--- src/hdl/l1_cache_pkg.sv ---
package l1_cache_pkg;

    // Cache geometry, 2 ways of 256 sets with 4 double words per line
    localparam int WAYS           = 2;
    localparam int SET_BITS       = 8;
    localparam int WORD_SEL_BITS  = 2;
    localparam int WORDS_PER_LINE = 4;
    localparam int BYTE_BITS      = 3;
    localparam int TAG_BITS       = 32 - SET_BITS - WORD_SEL_BITS - BYTE_BITS;

    typedef logic [63:0] word_t;
    typedef logic [7:0]  mask_t;
    typedef logic [31:0] addr_t;

    // Address fields, | tag | set | word | byte |
    typedef logic [TAG_BITS-1:0]               tag_t;
    typedef logic [SET_BITS-1:0]               set_t;
    typedef logic [WORD_SEL_BITS-1:0]          word_sel_t;
    typedef logic [SET_BITS+WORD_SEL_BITS-1:0] line_word_t;

    // One metadata entry per way and set
    typedef struct packed {
        logic lru;
        logic valid;
        logic dirty;
        tag_t tag;
    } meta_t;

    typedef struct packed {
        addr_t addr;
        logic  wen;
        word_t wdata;
        mask_t wmask;
        logic  valid;
    } core_req_t;

    // What the lookup stage reports to the controller
    typedef struct packed {
        logic      miss;
        logic      hit_way;
        logic      victim_way;
        logic      victim_needs_writeback;
        tag_t      victim_tag;
        set_t      req_set;
        tag_t      req_tag;
        word_sel_t req_word;
        meta_t     hit_meta;
        word_t     hit_data;
        logic      resp_valid;
        word_t     resp_rdata;
    } lookup_result_t;

endpackage

--- src/hdl/cache_lookup.sv ---
`timescale 1ns/1ps

module cache_lookup (
    input  logic                        clk,
    input  logic                        rst,
    input  l1_cache_pkg::core_req_t     core_req,
    input  logic                        accept,
    input  l1_cache_pkg::meta_t         meta_rd [l1_cache_pkg::WAYS],
    input  l1_cache_pkg::word_t         data_rd [l1_cache_pkg::WAYS],
    output l1_cache_pkg::lookup_result_t result
);
    import l1_cache_pkg::*;

    core_req_t       stage;
    tag_t            req_tag;
    set_t            req_set;
    word_sel_t       req_word;
    logic [WAYS-1:0] way_hit;
    logic            hit_way;
    logic            way0_newer;
    logic            victim;
    meta_t           old_meta;
    word_t           old_word;

    // Second stage request, lines up with the RAM read data
    always_ff @(posedge clk) begin
        if (rst) begin
            stage.valid <= 1'b0;
        end else if (accept) begin
            stage <= core_req;
        end
    end

    assign req_tag  = stage.addr[BYTE_BITS + WORD_SEL_BITS + SET_BITS +: TAG_BITS];
    assign req_set  = stage.addr[BYTE_BITS + WORD_SEL_BITS +: SET_BITS];
    assign req_word = stage.addr[BYTE_BITS +: WORD_SEL_BITS];

    for (genvar w = 0; w < WAYS; w++) begin : g_cmp
        assign way_hit[w] = meta_rd[w].valid && (meta_rd[w].tag == req_tag);
    end

    assign hit_way = way_hit[1];

    // Equal LRU bits mean way 0 is the newer one
    assign way0_newer = (meta_rd[0].lru == meta_rd[1].lru);
    assign victim     = way0_newer;

    assign old_meta = meta_rd[hit_way];
    assign old_word = data_rd[hit_way];

    always_comb begin
        result.miss                   = stage.valid && !(|way_hit);
        result.resp_valid             = stage.valid && (|way_hit);
        result.hit_way                = hit_way;
        result.victim_way             = victim;
        result.victim_needs_writeback = meta_rd[victim].valid && meta_rd[victim].dirty;
        result.victim_tag             = meta_rd[victim].tag;
        result.req_set                = req_set;
        result.req_tag                = req_tag;
        result.req_word               = req_word;
        result.resp_rdata             = old_word;

        // Make the hit way newest: way 0 copies way 1, way 1 differs from way 0
        result.hit_meta       = old_meta;
        result.hit_meta.valid = 1'b1;
        result.hit_meta.dirty = old_meta.dirty || stage.wen;
        result.hit_meta.lru   = hit_way ? !meta_rd[0].lru : meta_rd[1].lru;

        // Byte merge, a read writes the old word back unchanged
        for (int b = 0; b < 8; b++) begin
            result.hit_data[b*8 +: 8] = (stage.wen && stage.wmask[b]) ?
                    stage.wdata[b*8 +: 8] : old_word[b*8 +: 8];
        end
    end

endmodule

--- config.mk ---
export PLATFORM = sky130hd
export DESIGN_NAME = cache_lookup
export DESIGN_NICKNAME = d
export VERILOG_FILES = /design/src/hdl/l1_cache_pkg.sv /design/src/hdl/cache_lookup.sv
export SDC_FILE = /design/constraint.sdc
export NUM_CORES = 1
export LEC_CHECK = 0
export BUFFER_PORTS_ARGS = -buffer_cell sky130_fd_sc_hd__buf_2
export CAP_MARGIN = 10
export CELL_PAD_IN_SITES_DETAIL_PLACEMENT = 1
export CELL_PAD_IN_SITES_GLOBAL_PLACEMENT = 1
export CORE_AREA = 10 10 180 182
export DETAILED_ROUTE_END_ITERATION = 8
export DIE_AREA = 0 0 190 192
export GPL_ROUTABILITY_DRIVEN = 0
export PLACE_DENSITY_LB_ADDON = 0.1
export SYNTH_ARGS = -nofsm -noshare
export SYNTH_HDL_FRONTEND = slang
export SYNTH_SLANG_ARGS = --single-unit
--- constraint.sdc ---
create_clock -name clk -period 15.6 [get_ports clk]
set_input_delay 3.12 -clock clk [delete_from_list [all_inputs] [get_ports clk]]
set_output_delay 3.12 -clock clk [all_outputs]
set_load 0.005 [all_outputs]
==> out/qor.txt <==
CP startpoint kind - input port
Hpwl dp - 27,600 um
Crit path arrival time - 5.68 ns
Die ar. - 36,500 sq um
Most used cell, CP - buf_2
Layout fillers - 3,504
Ordered cell list for the critical path - buf_2 > xnor2_1 > nand4_1 > or3_4 > buf_4 > nor2_8 > mux2_2 > buf_2
DR iter-0 viols - 227
Initial antenna violation count - 5
Worst hold path cell count - 2
Clk sink count - 103
H-Tree Depth - 3
R2R depth - 2
Critical path data required time - 12.48 ns
Post-CTS setup buffers - 0
Site row count - 62
Pwr Density - 78.9 nW/um^2
Slowest stage delay, CP - 0.62 ns
Hold Buf Count CTS - 0
Largest area contributor in the netlist - edfxtp_1
Clock-pin slew on the worst setup and hold paths - 0.07 ns
Root Buffer - clkbuf_16
Top-area cell type share of the netlist area - 48.3%
Final Hold Fails - 0
GRT Util Overall - 17.5%
Worst hold path class - register to register
Kind of critical path - input port to primary output
Post-DP Area - 8800 sq um
Core Util, Final - 31.8%
WL per Instance - 23.0 um
Die Y - 192 um
Core area - 28,600 sq um
CP Capture Type - primary output
Vias per cell - 4.53
R2r setup slk - 15.00 ns
Drt drc - 0
Synth top area cells - edfxtp_1 (48%), nand2_1 (7.7%), a31oi_1 (6.3%), o21ai_2 (5.7%), xnor2_1 (5.2%)
Final setup margin - 6.80 ns
Synth Warn # - 0
First-pass GRT wire length - 48,300 um
Layout cells sized above 1 - 52.2%
WP depth - 8
Worst Skew - 0 ns
CP max-delay cell - or3_4
Cts bufs inserted - 9
Leading cell type in the layout, fill and taps excluded - buf_2
Fin area - 9090 sq um
Largest net degree at the start of global routing - 61
Pins Over Slew Limit - 0
Status - finished clean
Initial DRT Pass Iterations - 4
Clk_lat worst skew - 0.34 ns
Routed WL - 33,900 um
CTS tree - built
Post-route setup TNS - 0 ns
#FFs+latches synth - 103
Achievable Freq - 0.114 GHz
Nets - 1,363
Tmin final - 8.80 ns
Leakage dissipation - 0.00409 uW
Crit path max fanout - 38
Vias in the first global route - 7,332
Post-synthesis average cell area - 9.64 sq um
Max cap viols - 0
RSZ-0062 raised after global routing - false
Worst-Margin Slew - 1.01 ns
Starting Density - 22.2%
Mapped Cells - 658
Layout area overhead - 43.4%
Post-synthesis sequential area ratio - 48.6%
Vias - 6,682
Number of port buffers - 479
Post-place setup slack - 6.70 ns
Chip width - 190 um
Distinct cells, synth - 34
Post-Synthesis Cell Area - 6340 sq um
Crit path buf inv count - 3
Max VDD drop - 0.0410 mV
Resized cells post-CTS - 0
# setup viols final - 0
Total gr overflow - 0
Top delay family on crit path - simple AND/OR/NAND/NOR gates
Most frequent cells in the layout - buf_2 (479), nand2_1 (130), edfxtp_1 (102)
Slew HR - 32.5%
ANT nets after route - 0
Ports - 484
Clock Path Buffers - 2
Tcrit/Tclk final - 56.4%
Post-synthesis net count - 939
routing by layer:
metal  vias to the layer above  wire, um  share of wire, %  global-route usage (%)
met3                        20      3150               9.3                    6.82
li1                       3188         -                 -                       -
met1                      3176     13000                38                    18.8
met2                       296     17400                51                    31.9
met5                         -        13             0.038                       0
met4                         2       355               1.0                    3.69
registers in the layout, summed over array words and instances, names as in the netlist:
name	flops
result	29
stage	74
through the flow:
step | hold WS (ns) | std cells | total power, uW
4_1_cts | 0.536 | 1471 | 735
2_1_floorplan | 0.466 | 658 | 408
3_3_place_gp | 0.514 | 1455 | 504
5_1_grt | 0.597 | 1474 | 759
3_5_place_dp | 0.510 | 1455 | 505
6_report | 0.534 | 1475 | 718
cell type report:
cell class	instances	area (sq um)	share of cell area, %
tap	384	480	5.28
timing repair buffer	487	2460	27.0
clock buffer	10	229	2.52
antenna	4	10.0	0.110
clock inverter	6	50.0	0.550
multi-input combinational	480	2780	30.6
sequential	103	3080	33.9
inverter	1	3.75	0.0413
worst paths after layout:
check / startpoint / to
min reg2reg: stage[0] / stage[0]
max reg2reg: stage[0] / stage[0]
min: stage[0] / stage[0]
max: meta_rd[5] / result[129]
synth_stat cells (all sizes together):
cell and n:
a31oi 64, a21oi 2, or2 1, and2 2, buf 53, mux2i 1
xnor2 38, a21boi 1, mux2 19, nor2b 2, nand3 65, edfxtp 102
a22oi 1, a211o 1, nand4 15, nor3 2, clkbuf 21, o21ai 65
nor2 68, inv 1, dfxtp 1, nand2 130, or3 1, conb 1
xor2 1
power by group:
| part | internal (uW) | total (uW) | switching, uW |
|---|---|---|---|
| Clock | 111 | 223 | 112 |
| Combinational | 75.2 | 161 | 85.9 |
| Sequential | 325 | 333 | 8.27 |
| Total | 511 | 718 | 206 |
kinds of logic after synthesis:
logic type,synth area share (%)
compound gates,14.4
xor+xnor,5.39
buf+inv,7.93
flops,48.6
mux,4.12
other cells,0.0591
simple gates,19.5
tightest hold or removal path, stage by stage, from the launching register on:
cell	delay [ns]
dfxtp_1	0.35
mux2i_1	0.08
nor2_1	0.07
Note: power is estimated with default switching activity, not from simulation.
