`src/hdl/l1_cache_pkg.sv`:
```
package l1_cache_pkg;

    // Cache geometry, 2 ways of 256 sets with 4 double words per line
    localparam int WAYS           = 2;
    localparam int SET_BITS       = 8;
    localparam int WORD_SEL_BITS  = 2;
    localparam int WORDS_PER_LINE = 4;
    localparam int BYTE_BITS      = 3;
    localparam int TAG_BITS       = 32 - SET_BITS - WORD_SEL_BITS - BYTE_BITS;

    typedef logic [63:0] word_t;
    typedef logic [7:0]  mask_t;
    typedef logic [31:0] addr_t;

    // Address fields, | tag | set | word | byte |
    typedef logic [TAG_BITS-1:0]               tag_t;
    typedef logic [SET_BITS-1:0]               set_t;
    typedef logic [WORD_SEL_BITS-1:0]          word_sel_t;
    typedef logic [SET_BITS+WORD_SEL_BITS-1:0] line_word_t;

    // One metadata entry per way and set
    typedef struct packed {
        logic lru;
        logic valid;
        logic dirty;
        tag_t tag;
    } meta_t;

    typedef struct packed {
        addr_t addr;
        logic  wen;
        word_t wdata;
        mask_t wmask;
        logic  valid;
    } core_req_t;

    // What the lookup stage reports to the controller
    typedef struct packed {
        logic      miss;
        logic      hit_way;
        logic      victim_way;
        logic      victim_needs_writeback;
        tag_t      victim_tag;
        set_t      req_set;
        tag_t      req_tag;
        word_sel_t req_word;
        meta_t     hit_meta;
        word_t     hit_data;
        logic      resp_valid;
        word_t     resp_rdata;
    } lookup_result_t;

endpackage

```
`src/hdl/cache_array_if.sv`:
```
`timescale 1ns/1ps

interface cache_array_if;
    import l1_cache_pkg::*;

    set_t       meta_raddr;
    set_t       meta_waddr;
    line_word_t data_raddr;
    line_word_t data_waddr;

    // Per way enables and write data
    logic  meta_we [WAYS];
    logic  data_we [WAYS];
    meta_t meta_wr [WAYS];
    word_t data_wr [WAYS];

    // Registered read data, one cycle after the read address
    meta_t meta_rd [WAYS];
    word_t data_rd [WAYS];

    modport ctrl (
        output meta_raddr, meta_waddr, data_raddr, data_waddr,
        output meta_we, data_we, meta_wr, data_wr,
        input  meta_rd, data_rd
    );

    modport store (
        input  meta_raddr, meta_waddr, data_raddr, data_waddr,
        input  meta_we, data_we, meta_wr, data_wr,
        output meta_rd, data_rd
    );

endinterface

```
`src/hdl/cache_controller.sv`:
```
`timescale 1ns/1ps

module cache_controller (
    input  logic                         clk,
    input  logic                         rst,
    input  l1_cache_pkg::addr_t          core_req_addr,
    input  logic                         core_req_valid,
    output logic                         core_req_ready,
    output logic                         accept,
    input  l1_cache_pkg::lookup_result_t result,
    output logic                         core_resp_valid,
    output l1_cache_pkg::word_t          core_resp_rdata,
    cache_array_if.ctrl                  arr,
    output l1_cache_pkg::addr_t          mem_req_addr,
    output logic                         mem_req_wen,
    output l1_cache_pkg::word_t          mem_req_wdata,
    output l1_cache_pkg::mask_t          mem_req_wmask,
    output logic                         mem_req_valid,
    input  logic                         mem_req_ready,
    input  l1_cache_pkg::word_t          mem_resp_rdata,
    input  logic                         mem_resp_valid,
    output logic                         mem_resp_ready
);
    import l1_cache_pkg::*;

    typedef enum logic [2:0] {
        ST_SWEEP,
        ST_READY,
        ST_WB,
        ST_WB_ACK,
        ST_REFILL,
        ST_UPDATE,
        ST_RETRY
    } state_t;

    state_t     state;
    set_t       sweep_set;
    word_sel_t  beat;
    logic       victim_q;
    logic       victim_lru_q;
    set_t       core_set;
    line_word_t core_line_word;
    logic       same_set;
    addr_t      refill_addr;
    meta_t      refill_meta;

    assign core_set       = core_req_addr[BYTE_BITS + WORD_SEL_BITS +: SET_BITS];
    assign core_line_word = core_req_addr[BYTE_BITS +: SET_BITS + WORD_SEL_BITS];

    // A hit commits its metadata one cycle late, so a following request to
    // the same set waits one cycle to read the updated arrays
    assign same_set       = result.resp_valid && (core_set == result.req_set);
    assign accept         = (state == ST_READY) && !result.miss;
    assign core_req_ready = accept && !(core_req_valid && same_set);

    assign core_resp_valid = (state == ST_READY) && result.resp_valid;
    assign core_resp_rdata = result.resp_rdata;

    assign refill_addr   = {result.req_tag, result.req_set, {(WORD_SEL_BITS + BYTE_BITS){1'b0}}};
    assign mem_req_wdata = arr.data_rd[victim_q];
    assign mem_req_wmask = '1;

    always_comb begin
        refill_meta.lru   = victim_lru_q;
        refill_meta.valid = 1'b1;
        refill_meta.dirty = 1'b0;
        refill_meta.tag   = result.req_tag;
    end

    // RAM read addresses
    always_comb begin
        arr.meta_raddr = result.req_set;
        arr.data_raddr = {result.req_set, beat};
        case (state)
            ST_READY: begin
                if (accept) begin
                    arr.meta_raddr = core_set;
                    arr.data_raddr = core_line_word;
                end
            end
            // Read one beat ahead when the current beat is taken
            ST_WB:    arr.data_raddr = {result.req_set, beat + word_sel_t'(mem_req_ready)};
            ST_RETRY: arr.data_raddr = {result.req_set, result.req_word};
            default: ;
        endcase
    end

    // RAM writes, hit commit, refill data, new metadata and the sweep
    always_comb begin
        arr.meta_waddr = result.req_set;
        arr.data_waddr = {result.req_set, result.req_word};
        for (int w = 0; w < WAYS; w++) begin
            arr.meta_we[w] = 1'b0;
            arr.data_we[w] = 1'b0;
            arr.meta_wr[w] = result.hit_meta;
            arr.data_wr[w] = result.hit_data;
            case (state)
                ST_SWEEP: begin
                    arr.meta_we[w] = 1'b1;
                    arr.meta_wr[w] = '0;
                end
                ST_READY: begin
                    arr.meta_we[w] = result.resp_valid && (result.hit_way == 1'(w));
                    arr.data_we[w] = result.resp_valid && (result.hit_way == 1'(w));
                end
                ST_REFILL: begin
                    arr.data_we[w] = mem_resp_valid && (victim_q == 1'(w));
                    arr.data_wr[w] = mem_resp_rdata;
                end
                ST_UPDATE: begin
                    arr.meta_we[w] = (victim_q == 1'(w));
                    arr.meta_wr[w] = refill_meta;
                end
                default: ;
            endcase
        end
        if (state == ST_SWEEP) begin
            arr.meta_waddr = sweep_set;
        end
        if (state == ST_REFILL) begin
            arr.data_waddr = {result.req_set, beat};
        end
    end

    always_ff @(posedge clk) begin
        if (rst) begin
            state          <= ST_SWEEP;
            sweep_set      <= '0;
            beat           <= '0;
            mem_req_valid  <= 1'b0;
            mem_resp_ready <= 1'b0;
        end else begin
            case (state)
                ST_SWEEP: begin
                    sweep_set <= sweep_set + 1'b1;
                    if (sweep_set == '1) begin
                        state <= ST_READY;
                    end
                end
                ST_READY: begin
                    if (result.miss) begin
                        victim_q     <= result.victim_way;
                        victim_lru_q <= result.victim_way ? !arr.meta_rd[0].lru :
                                arr.meta_rd[1].lru;
                        mem_req_valid <= 1'b1;
                        if (result.victim_needs_writeback) begin
                            mem_req_addr <= {result.victim_tag, result.req_set,
                                    {(WORD_SEL_BITS + BYTE_BITS){1'b0}}};
                            mem_req_wen  <= 1'b1;
                            state        <= ST_WB;
                        end else begin
                            mem_req_addr   <= refill_addr;
                            mem_req_wen    <= 1'b0;
                            mem_resp_ready <= 1'b1;
                            state          <= ST_REFILL;
                        end
                    end
                end
                ST_WB: begin
                    if (mem_req_ready) begin
                        beat <= beat + 1'b1;
                        if (beat == '1) begin
                            mem_req_valid  <= 1'b0;
                            mem_resp_ready <= 1'b1;
                            state          <= ST_WB_ACK;
                        end
                    end
                end
                ST_WB_ACK: begin
                    // Memory acknowledges the burst, then the line read goes out
                    if (mem_resp_valid) begin
                        mem_req_addr  <= refill_addr;
                        mem_req_wen   <= 1'b0;
                        mem_req_valid <= 1'b1;
                        state         <= ST_REFILL;
                    end
                end
                ST_REFILL: begin
                    if (mem_req_ready) begin
                        mem_req_valid <= 1'b0;
                    end
                    if (mem_resp_valid) begin
                        beat <= beat + 1'b1;
                        if (beat == '1) begin
                            mem_resp_ready <= 1'b0;
                            state          <= ST_UPDATE;
                        end
                    end
                end
                ST_UPDATE: state <= ST_RETRY;
                ST_RETRY:  state <= ST_READY;
                default:   state <= ST_SWEEP;
            endcase
        end
    end

endmodule

```
`src/flat_wrapper.sv`:
```
// flat-port wrapper written by rule: the top's interface ports become plain ports
module cache_controller_flat import l1_cache_pkg::*;
  (clk, rst, core_req_addr, core_req_valid, core_req_ready, accept, result, core_resp_valid, core_resp_rdata, mem_req_addr, mem_req_wen, mem_req_wdata, mem_req_wmask, mem_req_valid, mem_req_ready, mem_resp_rdata, mem_resp_valid, mem_resp_ready, arr_meta_raddr, arr_meta_waddr, arr_data_raddr, arr_data_waddr, arr_meta_we, arr_data_we, arr_meta_wr, arr_data_wr, arr_meta_rd, arr_data_rd);
  cache_array_if arr_i ();
  input  logic clk;
  input  logic rst;
  input  l1_cache_pkg::addr_t core_req_addr;
  input  logic core_req_valid;
  output logic core_req_ready;
  output logic accept;
  input  l1_cache_pkg::lookup_result_t result;
  output logic core_resp_valid;
  output l1_cache_pkg::word_t core_resp_rdata;
  output l1_cache_pkg::addr_t mem_req_addr;
  output logic mem_req_wen;
  output l1_cache_pkg::word_t mem_req_wdata;
  output l1_cache_pkg::mask_t mem_req_wmask;
  output logic mem_req_valid;
  input  logic mem_req_ready;
  input  l1_cache_pkg::word_t mem_resp_rdata;
  input  logic mem_resp_valid;
  output logic mem_resp_ready;
  output wire logic [$bits(arr_i.meta_raddr)-1:0] arr_meta_raddr;
  output wire logic [$bits(arr_i.meta_waddr)-1:0] arr_meta_waddr;
  output wire logic [$bits(arr_i.data_raddr)-1:0] arr_data_raddr;
  output wire logic [$bits(arr_i.data_waddr)-1:0] arr_data_waddr;
  output wire logic [$bits(arr_i.meta_we)-1:0] arr_meta_we;
  output wire logic [$bits(arr_i.data_we)-1:0] arr_data_we;
  output wire logic [$bits(arr_i.meta_wr)-1:0] arr_meta_wr;
  output wire logic [$bits(arr_i.data_wr)-1:0] arr_data_wr;
  input wire logic [$bits(arr_i.meta_rd)-1:0] arr_meta_rd;
  input wire logic [$bits(arr_i.data_rd)-1:0] arr_data_rd;
  assign arr_meta_raddr = arr_i.meta_raddr;
  assign arr_meta_waddr = arr_i.meta_waddr;
  assign arr_data_raddr = arr_i.data_raddr;
  assign arr_data_waddr = arr_i.data_waddr;
  assign arr_meta_we = {>>{arr_i.meta_we}};
  assign arr_data_we = {>>{arr_i.data_we}};
  assign arr_meta_wr = {>>{arr_i.meta_wr}};
  assign arr_data_wr = {>>{arr_i.data_wr}};
  assign arr_i.meta_rd = {>>{arr_meta_rd}};
  assign arr_i.data_rd = {>>{arr_data_rd}};
  cache_controller u_core (.clk(clk), .rst(rst), .core_req_addr(core_req_addr), .core_req_valid(core_req_valid), .core_req_ready(core_req_ready), .accept(accept), .result(result), .core_resp_valid(core_resp_valid), .core_resp_rdata(core_resp_rdata), .arr(arr_i), .mem_req_addr(mem_req_addr), .mem_req_wen(mem_req_wen), .mem_req_wdata(mem_req_wdata), .mem_req_wmask(mem_req_wmask), .mem_req_valid(mem_req_valid), .mem_req_ready(mem_req_ready), .mem_resp_rdata(mem_resp_rdata), .mem_resp_valid(mem_resp_valid), .mem_resp_ready(mem_resp_ready));
endmodule
```
`config.mk`:
```
export PLATFORM = sky130hd
export DESIGN_NAME = cache_controller_flat
export DESIGN_NICKNAME = d
export VERILOG_FILES = /design/src/hdl/l1_cache_pkg.sv /design/src/hdl/cache_array_if.sv /design/src/hdl/cache_controller.sv /design/src/flat_wrapper.sv
export SDC_FILE = /design/constraint.sdc
export NUM_CORES = 1
export LEC_CHECK = 0
export BUFFER_PORTS_ARGS = -buffer_cell sky130_fd_sc_hd__buf_4
export CORE_AREA = 2 2 333 335
export DETAILED_ROUTE_END_ITERATION = 12
export DIE_AREA = 0 0 335 337
export GPL_TIMING_DRIVEN = 0
export SLEW_MARGIN = 30
export SYNTH_ARGS = -nofsm -noshare
export SYNTH_HDL_FRONTEND = slang
export SYNTH_SLANG_ARGS = --single-unit
```
`constraint.sdc`:
```
create_clock -name clk -period 5.1 [get_ports clk]
set_clock_uncertainty 0.1 [all_clocks]
set_input_delay 0.51 -clock clk [delete_from_list [all_inputs] [get_ports clk]]
set_output_delay 0.51 -clock clk [all_outputs]
set_load 0.05 [all_outputs]
```
==> results_dict.tcl, run 1 <==
set metrics [dict create \
    final_max_slew_viol_count 0 \
    tightest_slew_ns 1.04 \
    cts_hold_buf 0 \
    p_per_area_mw_per_mm2 287 \
    synth-edff-count 30 \
    start_util 0.0506 \
    criticalPathCategory "reg -> out" \
    syn_avg_cell_area_um2 9.66 \
    rr_endpoint "u_core.mem_req_addr[10]" \
    holdCritStartpoint "result[200]" \
    final_cell_mix "buf_4 (899), mux2_2 (165), nand2_1 (34)" \
    initialDrtViolationCount 263 \
    synth-simple-area-share 0.0713 \
    syn_area_mm2 0.00555 \
    fin_crit_sh 0.708 \
    crit_required_ns 4.49 \
    grt_pass1_wl_mm 68.1 \
    hold_viol 0 \
    syn_to_final_growth_pct 135 \
    synth_top_family_by_area "multiplexers" \
    placed_area_mm2 0.0128 \
    drive_above_1_share 0.835 \
    routed_wl_mm 57.9 \
    drcViolationCount 0 \
    wl_per_cell_um 21.1 \
    placeableCoreArea_mm2 0.110 \
    holdCritPathClass "in -> reg" \
    cp_max_fo 11 \
    cts_resized 0 \
    cts_setup_buffers 0 \
    clock-sinks 45 \
    core.rowCount 122 \
    tns_ns 0 \
    peakVddDrop_v 0.000151 \
    h-tree-depth 2 \
    port-buffer-count 719 \
    status "finished, final reports clean" \
    cts_buffer_depth 2 \
    clock.fmax_mhz 277 \
    pin_count 862 \
    drtPass1Iterations 4 \
    setup-violations-final 0 \
    pre_cts_ws_ns 1.66 \
    p_leak_nw 6.01 \
    clk_pin_slew_worst_paths_ns 0.06 \
    muxShareOfSynthArea 0.342 \
    drv_cap 0 \
    synth-xor-area-share 0.0237 \
    synthCells 574 \
    relSlewSlack 0.308 \
    synth_cell_type_count 51 \
    gr-total-overflow 0 \
    synthArstFlopShare 0 \
    cp.arrival_ns 3.00 \
    ys_seq_area_frac 0.217 \
    rsz0062_at_grt "false" \
    endpoint_kind "output pin" \
    route.vias.total 7192 \
    final_common_cell "buf_4" \
    grtUsageTotal 0.0941 \
    cts-buffers-inserted 5 \
    nets 1793 \
    yosys_warnings 0 \
    die_h_um 337 \
    final_area_mm2 0.0130 \
    antenna_found_initial 20 \
    place_congestion 0.815 \
    start_kind "flop" \
    chipWidth_um 335 \
    antenna_left 0 \
    cts_tree "done" \
    grt_max_degree 15 \
    hpwl_mm 53.8 \
    post-route-min-period_ns 3.61 \
    hold_end "u_core.victim_q" \
    clk_latency_ns 0.30 \
    dieArea_mm2 0.113 \
    setup_ws_ns 1.49 \
    yosys.area_share.adder 0.00677 \
    holdWs_ns 0.315 \
    ys_seq_elements 45 \
    synth_ff_type "edfxtp_1" \
    r2r_slack_ns 2.89 \
    avgViaCountPerCell 2.62 \
    root_buffer "clkbuf_16" \
    r2r-start "u_core.state[1]" \
    worst-r2r-cell-count 5 \
    hold_depth 1 \
    grt_pass1_vias 6806 \
    synth-compound-area-share 0.0713 \
]
[power by group]
part           switching [mW]  internal (mW)
Clock                   0.149          0.260
Sequential             0.0199          0.421
Combinational            1.92          0.967
[flip-flops by register name, summed over array words and instances (netlist names)]
signal / flops
u_core.mem_req_valid: 1
u_core.mem_req_addr: 27
u_core.state: 3
u_core.mem_req_wen: 1
u_core.mem_resp_ready: 1
u_core.victim_lru_q: 1
u_core.beat: 2
u_core.sweep_set: 8
u_core.victim_q: 1
[synth_stat cells, types with 3 or more instances]
| library cell | n | area share |
|---|---|---|
| inv_1 | 6 | 0.0041 |
| xor2_1 | 3 | 0.0047 |
| clkbuf_1 | 8 | 0.0054 |
| edfxtp_1 | 30 | 0.16 |
| buf_4 | 178 | 0.24 |
| nor2_1 | 14 | 0.0095 |
| dfxtp_1 | 15 | 0.054 |
| o21ai_0 | 5 | 0.0045 |
| xnor2_1 | 12 | 0.019 |
| mux2_2 | 165 | 0.33 |
| nor3_1 | 5 | 0.0045 |
| ha_1 | 3 | 0.0068 |
| and3_1 | 3 | 0.0034 |
| nand3_1 | 4 | 0.0036 |
| nand2_1 | 34 | 0.023 |
| buf_2 | 15 | 0.014 |
| nand3b_1 | 3 | 0.0041 |
| a22o_1 | 21 | 0.033 |
| a21oi_1 | 7 | 0.0063 |
| mux2i_1 | 3 | 0.0054 |
| buf_1 | 3 | 0.0020 |
| nand4_1 | 4 | 0.0045 |
[metrics by stage]
| step | util | power, mW | cells |
|---|---|---|---|
| after floorplan | - | 2.29 | 585 |
| after global placement | 0.117 | 3.36 | 2730 |
| after detailed placement | 0.117 | 3.37 | 2733 |
| after CTS | 0.119 | 3.79 | 2741 |
| after global routing | 0.119 | 3.89 | 2745 |
| final | 0.119 | 3.73 | 2748 |
[critical path, cell delays in order (launching register included)]
cell      delay (ns)
edfxtp_1        0.33
clkbuf_1        0.63
buf_2           0.46
buf_2           0.54
mux2_2          0.49
buf_4           0.22
[cell type report]
class / instances / area (µm²)
Clock buffer: 6 / 150
Tap cell: 1426 / 1780
Antenna cell: 7 / 17.5
Fill cell: 12600 / 96600
Inverter: 7 / 26.3
Multi-Input combinational cell: 329 / 2920
Timing Repair Buffer: 722 / 5420
Sequential cell: 45 / 1200
Clock inverter: 2 / 35.0
Buffer: 204 / 1450
[metal layers]
metal,global-route usage,up-vias,part of all wire
met5,0,-,0.0010
met1,0.115,3316,0.40
met2,0.149,486,0.45
li1,-,3331,-
met4,0.0223,10,0.020
met3,0.0441,49,0.13
[logic make-up (layout without fill, tap and decap cells)]
kind of cell	count (synthesis)	in the layout
xor gates and xnor gates	15	15
buffers and inverters	211	941
and+or+nand+nor	79	79
adders and majority gates	3	3
AOI/OAI and AO/OA	50	50
other	2	20
DFF	45	45
muxes	169	169
[worst max path at each step]
stage                    startpoint                       to  slack (ns)  cells past startpoint
floorplan                       rst  u_core.mem_req_addr[10]        1.83                      2
global placement                rst  u_core.mem_req_addr[10]        0.45                      2
detailed placement  u_core.victim_q        mem_req_wdata[59]        1.66                      5
CTS                 u_core.victim_q        mem_req_wdata[59]        1.33                      5
global route        u_core.victim_q        mem_req_wdata[59]        1.32                      5
finish              u_core.victim_q        mem_req_wdata[59]        1.49                      5
Note: power is estimated with default switching activity, not from simulation.
==> run 2: changes to the inputs <==
--- a/config.mk
+++ b/config.mk
@@ -5,10 +5,11 @@
 export SDC_FILE = /design/constraint.sdc
 export NUM_CORES = 1
 export LEC_CHECK = 0
+export ABC_AREA = 1
 export BUFFER_PORTS_ARGS = -buffer_cell sky130_fd_sc_hd__buf_4
-export CORE_AREA = 2 2 333 335
+export CORE_AREA = 2 2 334 336
 export DETAILED_ROUTE_END_ITERATION = 12
-export DIE_AREA = 0 0 335 337
+export DIE_AREA = 0 0 336 338
 export GPL_TIMING_DRIVEN = 0
 export SLEW_MARGIN = 30
 export SYNTH_ARGS = -nofsm -noshare
==> constraint.sdc (replaced) <==
create_clock -name clk -period 3.35 [get_ports clk]
set_clock_uncertainty 0.1 [all_clocks]
set_input_delay 0.335 -clock clk [delete_from_list [all_inputs] [get_ports clk]]
set_output_delay 0.335 -clock clk [all_outputs]
set_load 0.05 [all_outputs]
==> run 2 against run 1 <==
Net effect:
- cell area grew 1.9%
- die area grew 0.60%
- final cell count grew 17%
- global-route usage grew 1.6 points
- non-clock buffer count grew 13
- via count grew 28%
- critical path depth grew 3
- largest cell class unchanged
- flip-flop and latch count is the same
- utilization grew 0.17 points
==> results_dict.tcl, run 2 <==
set metrics [dict create \
    status "finished, final reports clean" \
    drcViolationCount 0 \
    top_usage_layer "met2" \
    start_kind "flop" \
    crit_required_ns 2.91 \
    hpwl_mm 62.3 \
    syn_avg_cell_area_um2 5.85 \
    fin_crit_sh 0.941 \
    h-tree-depth 2 \
    holdWs_ns 0.135 \
    rsz0062_at_grt "false" \
    synth_commonest_cells "nand2_1 (478), buf_4 (173), o21ai_0 (56)" \
    antenna_found_initial 18 \
    holdCritStartpoint "result[172]" \
    nFillCells 12800 \
    final_cell_mix "buf_4 (894), nand2_1 (469), o21ai_0 (56)" \
    yosys_warnings 0 \
    routed_wl_mm 67.5 \
    grt_pass1_wl_mm 81.6 \
    final_common_cell "buf_4" \
    reg.largest.list "u_core.mem_req_addr: 27 flops, u_core.sweep_set: 8 flops, u_core.state: 3 flops" \
    clock-sinks 45 \
    p_per_area_mw_per_mm2 211 \
    chipWidth_um 336 \
    endpoint_kind "output pin" \
    drv_cap 0 \
    ys_seq_elements 45 \
    grtUsageMet3 0.0382 \
    synthArstFlopShare 0 \
    holdCritPathClass "in -> reg" \
    grt_pass1_vias 8587 \
    synth_cell_type_count 34 \
    clk_pin_slew_worst_paths_ns 0.07 \
    met1_usage 0.133 \
    cts_tree "done" \
    root_buffer "clkbuf_16" \
    place_congestion 0.831 \
    final_max_slew_viol_count 0 \
    pin_count 862 \
    route.vias.total 9233 \
    synth_area_leaders "nand2_1 (31%), buf_4 (23%), edfxtp_1 (16%)" \
    yosysMostFrequentCell "nand2_1" \
    cp_max_fo 10 \
    hold_end "u_core.mem_req_addr[5]" \
    hold_depth 1 \
    gr-total-overflow 0 \
    start_util 0.0523 \
    p_leak_nw 6.83 \
    placeableCoreArea_mm2 0.110 \
    wl_per_cell_um 21.0 \
    antenna_left 0 \
    synth_ff_type "edfxtp_1" \
    multi_input_comb_area_mm2 0.00291 \
    syn_area_mm2 0.00575 \
    cp.arrival_ns 2.72 \
    initialDrtViolationCount 422 \
    use_met2 0.185 \
    tightest_slew_ns 0.803 \
    clock.fmax_mhz 317 \
    cts_hold_buf 0 \
    top_register "u_core.mem_req_addr" \
    clk_latency_ns 0.30 \
    cts-buffers-inserted 5 \
    r2r-start "u_core.state[2]" \
    port-buffer-count 720 \
    drtPass1Iterations 5 \
    drive_above_1_share 0.555 \
    grtUsageTotal 0.110 \
    syn_to_final_growth_pct 130 \
    tns_ns 0 \
    nets 2202 \
    cp-startpoint "u_core.state[2]" \
    avgViaCountPerCell 2.87 \
    setup-violations-final 0 \
    synth_top_cell_by_area "nand2_1" \
    cts_setup_buffers 0 \
    peakVddDrop_v 0.000166 \
    largest_register_ffs 27 \
    rr_endpoint "u_core.mem_req_addr[23]" \
    synthCells 984 \
    dieArea_mm2 0.114 \
    seqCellArea_mm2 0.00120 \
    core.rowCount 122 \
    worst-r2r-cell-count 8 \
    grt_max_degree 29 \
    cts_buffer_depth 2 \
    ys_seq_area_frac 0.209 \
    synth_top_area_frac 0.312 \
    post-route-min-period_ns 3.15 \
    r2r_slack_ns 1.02 \
    relSlewSlack 0.465 \
    criticalPathCategory "reg -> out" \
    die_h_um 338 \
    hold_viol 0 \
    synth-edff-count 30 \
]
## run 2: critical path, stage by stage, from the launching register on
cell and delay, ns:
dfxtp_1 0.30, buf_2 0.23, inv_4 0.10, nor2_2 0.38
inv_2 0.13, clkbuf_1 0.24, o21ai_0 0.63, buf_4 0.22
buf_4 0.19
## run 2: worst max-delay path by stage
stage / endpoint / slack [ns] / cells past startpoint
2_1_floorplan: arr_meta_wr[31] / 0.44 / 7
3_3_place_gp: arr_data_wr[93] / 0.05 / 7
3_5_place_dp: arr_data_wr[93] / 0.04 / 10
4_1_cts: arr_data_wr[106] / 0.004 / 10
5_1_grt: arr_meta_wr[33] / 0.10 / 8
6_report: arr_meta_wr[33] / 0.20 / 8
## run 2: through the flow
stage               setup WS [ns]  power (mW)  utilization  instances  instance area [µm²]
floorplan                   0.436        1.52            -        995                 5800
global placement           0.0481        2.32        0.119       3203                13100
detailed placement         0.0406        2.33        0.119       3204                13100
CTS                       0.00438        2.83        0.120       3212                13200
global route                0.101        2.91        0.120       3214                13300
finish                      0.199        2.80        0.120       3214                13300
## run 2: layout make-up
class | instances | share of cell area
multi-input combinational | 680 | 0.219
tap | 1488 | 0.141
timing repair buffer | 721 | 0.409
antenna | 2 | 0.000378
sequential | 45 | 0.0907
inverter | 52 | 0.0149
clock buffer | 8 | 0.0103
buffer | 218 | 0.115
## run 2: cells by family (layout without fill, tap and decap cells)
logic type,count (synthesis),count (layout),synth area share
buffers and inverters,270,999,0.298
and+or+nand+nor,570,570,0.397
adders and majority gates,3,3,0.00652
DFF,45,45,0.209
other,2,15,0.00131
xor gates and xnor gates,5,5,0.00761
AOI/OAI and AO/OA,89,89,0.0802
## run 2: power breakdown
group          switching (mW)  total, mW  internal, mW
Clock                   0.220      0.499         0.278
Sequential            0.00328      0.599         0.596
Combinational            1.07       1.70         0.630
## run 2: what timing repair did
item                       4_1_cts  5_1_grt
setup endpoints to repair       20        8
resized for setup                9        2
cloned                           0        0
## run 2: metal layers
layer,routed length [µm],up-vias,part of all wire
met3,6570,74,0.097
met1,27700,4259,0.41
met5,27,-,0.00040
met4,1600,4,0.024
met2,31600,554,0.47
li1,-,4342,-
==> run 3: changes to the inputs <==
--- a/config.mk
+++ b/config.mk
@@ -7,9 +7,9 @@
 export LEC_CHECK = 0
 export ABC_AREA = 1
 export BUFFER_PORTS_ARGS = -buffer_cell sky130_fd_sc_hd__buf_4
-export CORE_AREA = 2 2 334 336
+export CORE_AREA = 2 2 331 333
 export DETAILED_ROUTE_END_ITERATION = 12
-export DIE_AREA = 0 0 336 338
+export DIE_AREA = 0 0 333 335
 export GPL_TIMING_DRIVEN = 0
 export SLEW_MARGIN = 30
 export SYNTH_ARGS = -nofsm -noshare
==> constraint.sdc (replaced) <==
create_clock -name clk -period 2.7 [get_ports clk]
set_clock_uncertainty 0.1 [all_clocks]
set_input_delay 0.27 -clock clk [delete_from_list [all_inputs] [get_ports clk]]
set_output_delay 0.27 -clock clk [all_outputs]
set_load 0.05 [all_outputs]
==> run 3 against run 2 <==
Net effect:
- routed wire length fell by 3.4%
- highest routed layer unchanged
- critical endpoint is now mem_req_wdata[46]
- register-to-register slack worse by 0.48 ns
- largest power group unchanged
- die area down 1.8%
- final cell count is 2.3% lower
- critical path type unchanged
- flip-flop and latch count unchanged
==> results_dict.tcl, run 3 (synthesis results as in run 2) <==
set metrics [dict create \
    cpMaxStageDelayCell "edfxtp_1" \
    core.rowCount 121 \
    route.vias.total 9277 \
    crit_required_ns 2.33 \
    place_congestion 0.816 \
    final_area_mm2 0.0134 \
    status "finished, final reports clean" \
    antenna_left 0 \
    crit_chain "inv_1 -> clkbuf_4 -> clkbuf_2 -> nand2_1 -> nand2_1 -> buf_4" \
    final_max_slew_viol_count 0 \
    hold_viol 0 \
    holdCritPathClass "in -> reg" \
    syn_to_final_growth_pct 133 \
    final_cell_mix "buf_4 (895), nand2_1 (433), inv_1 (47)" \
    relSlewSlack 0.425 \
    p_leak_nw 6.89 \
    pre_cts_ws_ns -0.422 \
    avgViaCountPerCell 2.95 \
    clock-sinks 45 \
    grt_max_degree 29 \
    setup_ws_ns 0.0668 \
    drive_above_1_share 0.584 \
    routed_wl_mm 65.3 \
    hpwl_mm 60.7 \
    pin_count 862 \
    clock.fmax_mhz 380 \
    nets 2202 \
    fin_crit_sh 0.975 \
    root_buffer "clkbuf_16" \
    tightest_slew_ns 0.862 \
    start_kind "flop" \
    grt_pass1_wl_mm 80.9 \
    placeableCoreArea_mm2 0.108 \
    dieArea_mm2 0.112 \
    start_util 0.0532 \
    drcViolationCount 0 \
    endpoint_kind "output pin" \
    setup-violations-final 0 \
    peakVddDrop_v 0.000158 \
    top_register "u_core.mem_req_addr" \
    tns_ns 0 \
    cts-buffers-inserted 5 \
    reg.largest.list "u_core.mem_req_addr: 27 flops, u_core.sweep_set: 8 flops, u_core.state: 3 flops" \
    cp.arrival_ns 2.26 \
    antenna_found_initial 15 \
    post-route-min-period_ns 2.63 \
    die_h_um 335 \
    cts_tree "done" \
    clk_latency_ns 0.30 \
    largest_register_ffs 27 \
    seqCellArea_mm2 0.00120 \
    cp_max_fo 10 \
    chipWidth_um 333 \
    p_per_area_mw_per_mm2 259 \
    placed_area_mm2 0.0130 \
    wl_per_cell_um 20.8 \
    drv_cap 0 \
    initialDrtViolationCount 492 \
    gr-total-overflow 0 \
    final_util 0.124 \
    final_common_cell "buf_4" \
    h-tree-depth 2 \
    criticalPathCategory "reg -> out" \
    cts_buffer_depth 2 \
    drtPass1Iterations 5 \
    grt_pass1_vias 8888 \
    port-buffer-count 720 \
    clk_pin_slew_worst_paths_ns 0.06 \
    multi_input_comb_area_mm2 0.00311 \
    grtUsageTotal 0.109 \
    nFillCells 12700 \
    cpMostUsedCell "nand2_1" \
    crit_path_max_incr_delay_ns 0.44 \
]
## run 3: cell count changes in the layout (fill, tap and decap cells not counted), sizes merged
cell	change
clkdlybuf4s15	+1
buf	-4
diode	+1
clkinv	+2
clkinvlp	+1
## run 3: where the power goes
part | switching, mW | leakage (nW) | internal (mW)
registers | 0.00363 | 0.392 | 0.739
logic | 1.32 | 6.42 | 0.792
clock network | 0.280 | 0.0696 | 0.340
total | 1.60 | 6.89 | 1.87
## run 3: worst paths after layout
kind | startpoint | to | slack (ns) | cells past startpoint
max reg2reg | u_core.state[2] | u_core.mem_req_addr[12] | 0.54 | 5
max | u_core.victim_q | mem_req_wdata[46] | 0.07 | 6
min reg2reg | u_core.mem_req_valid | u_core.mem_req_valid | 0.40 | 2
min | result[200] | u_core.victim_q | 0.08 | 1
## run 3: timing repair
item,4_1_cts,5_1_grt
hold buffers,0,0
pin swaps,0,1
setup endpoints to repair,155,59
setup buffers,0,1
gates resized for setup,86,22
## run 3: through the flow
step	cells	hold WS (ns)	total power [mW]
after floorplan	995	0.239	1.89
after global placement	3129	0.378	2.86
after detailed placement	3129	0.382	2.87
after CTS	3137	0.0726	3.51
after global routing	3139	0.0697	3.61
final	3141	0.0755	3.47
## run 3: cell type report
type | count | area share
clock buffers | 5 | 0.00931
flip-flops and latches | 45 | 0.0895
diodes | 3 | 0.000559
clock inverters | 3 | 0.00130
well taps | 1414 | 0.132
inverters | 52 | 0.0149
multi-input cells | 680 | 0.232
repair buffers | 721 | 0.403
plain buffers | 218 | 0.118
## run 3: critical path, delay by kind of cell (launching register included)
family | cells | cell delay, ns
DFF | 1 | 0.44
buffers and inverters | 4 | 1.14
and+or+nand+nor | 2 | 0.35
## run 3: routing by layer
metal	wire [µm]	vias up	global-route usage
met2	31000	582	0.187
met3	6840	56	0.0424
met4	1130	10	0.0218
li1	-	4345	-
met1	26200	4284	0.128
met5	60	-	0
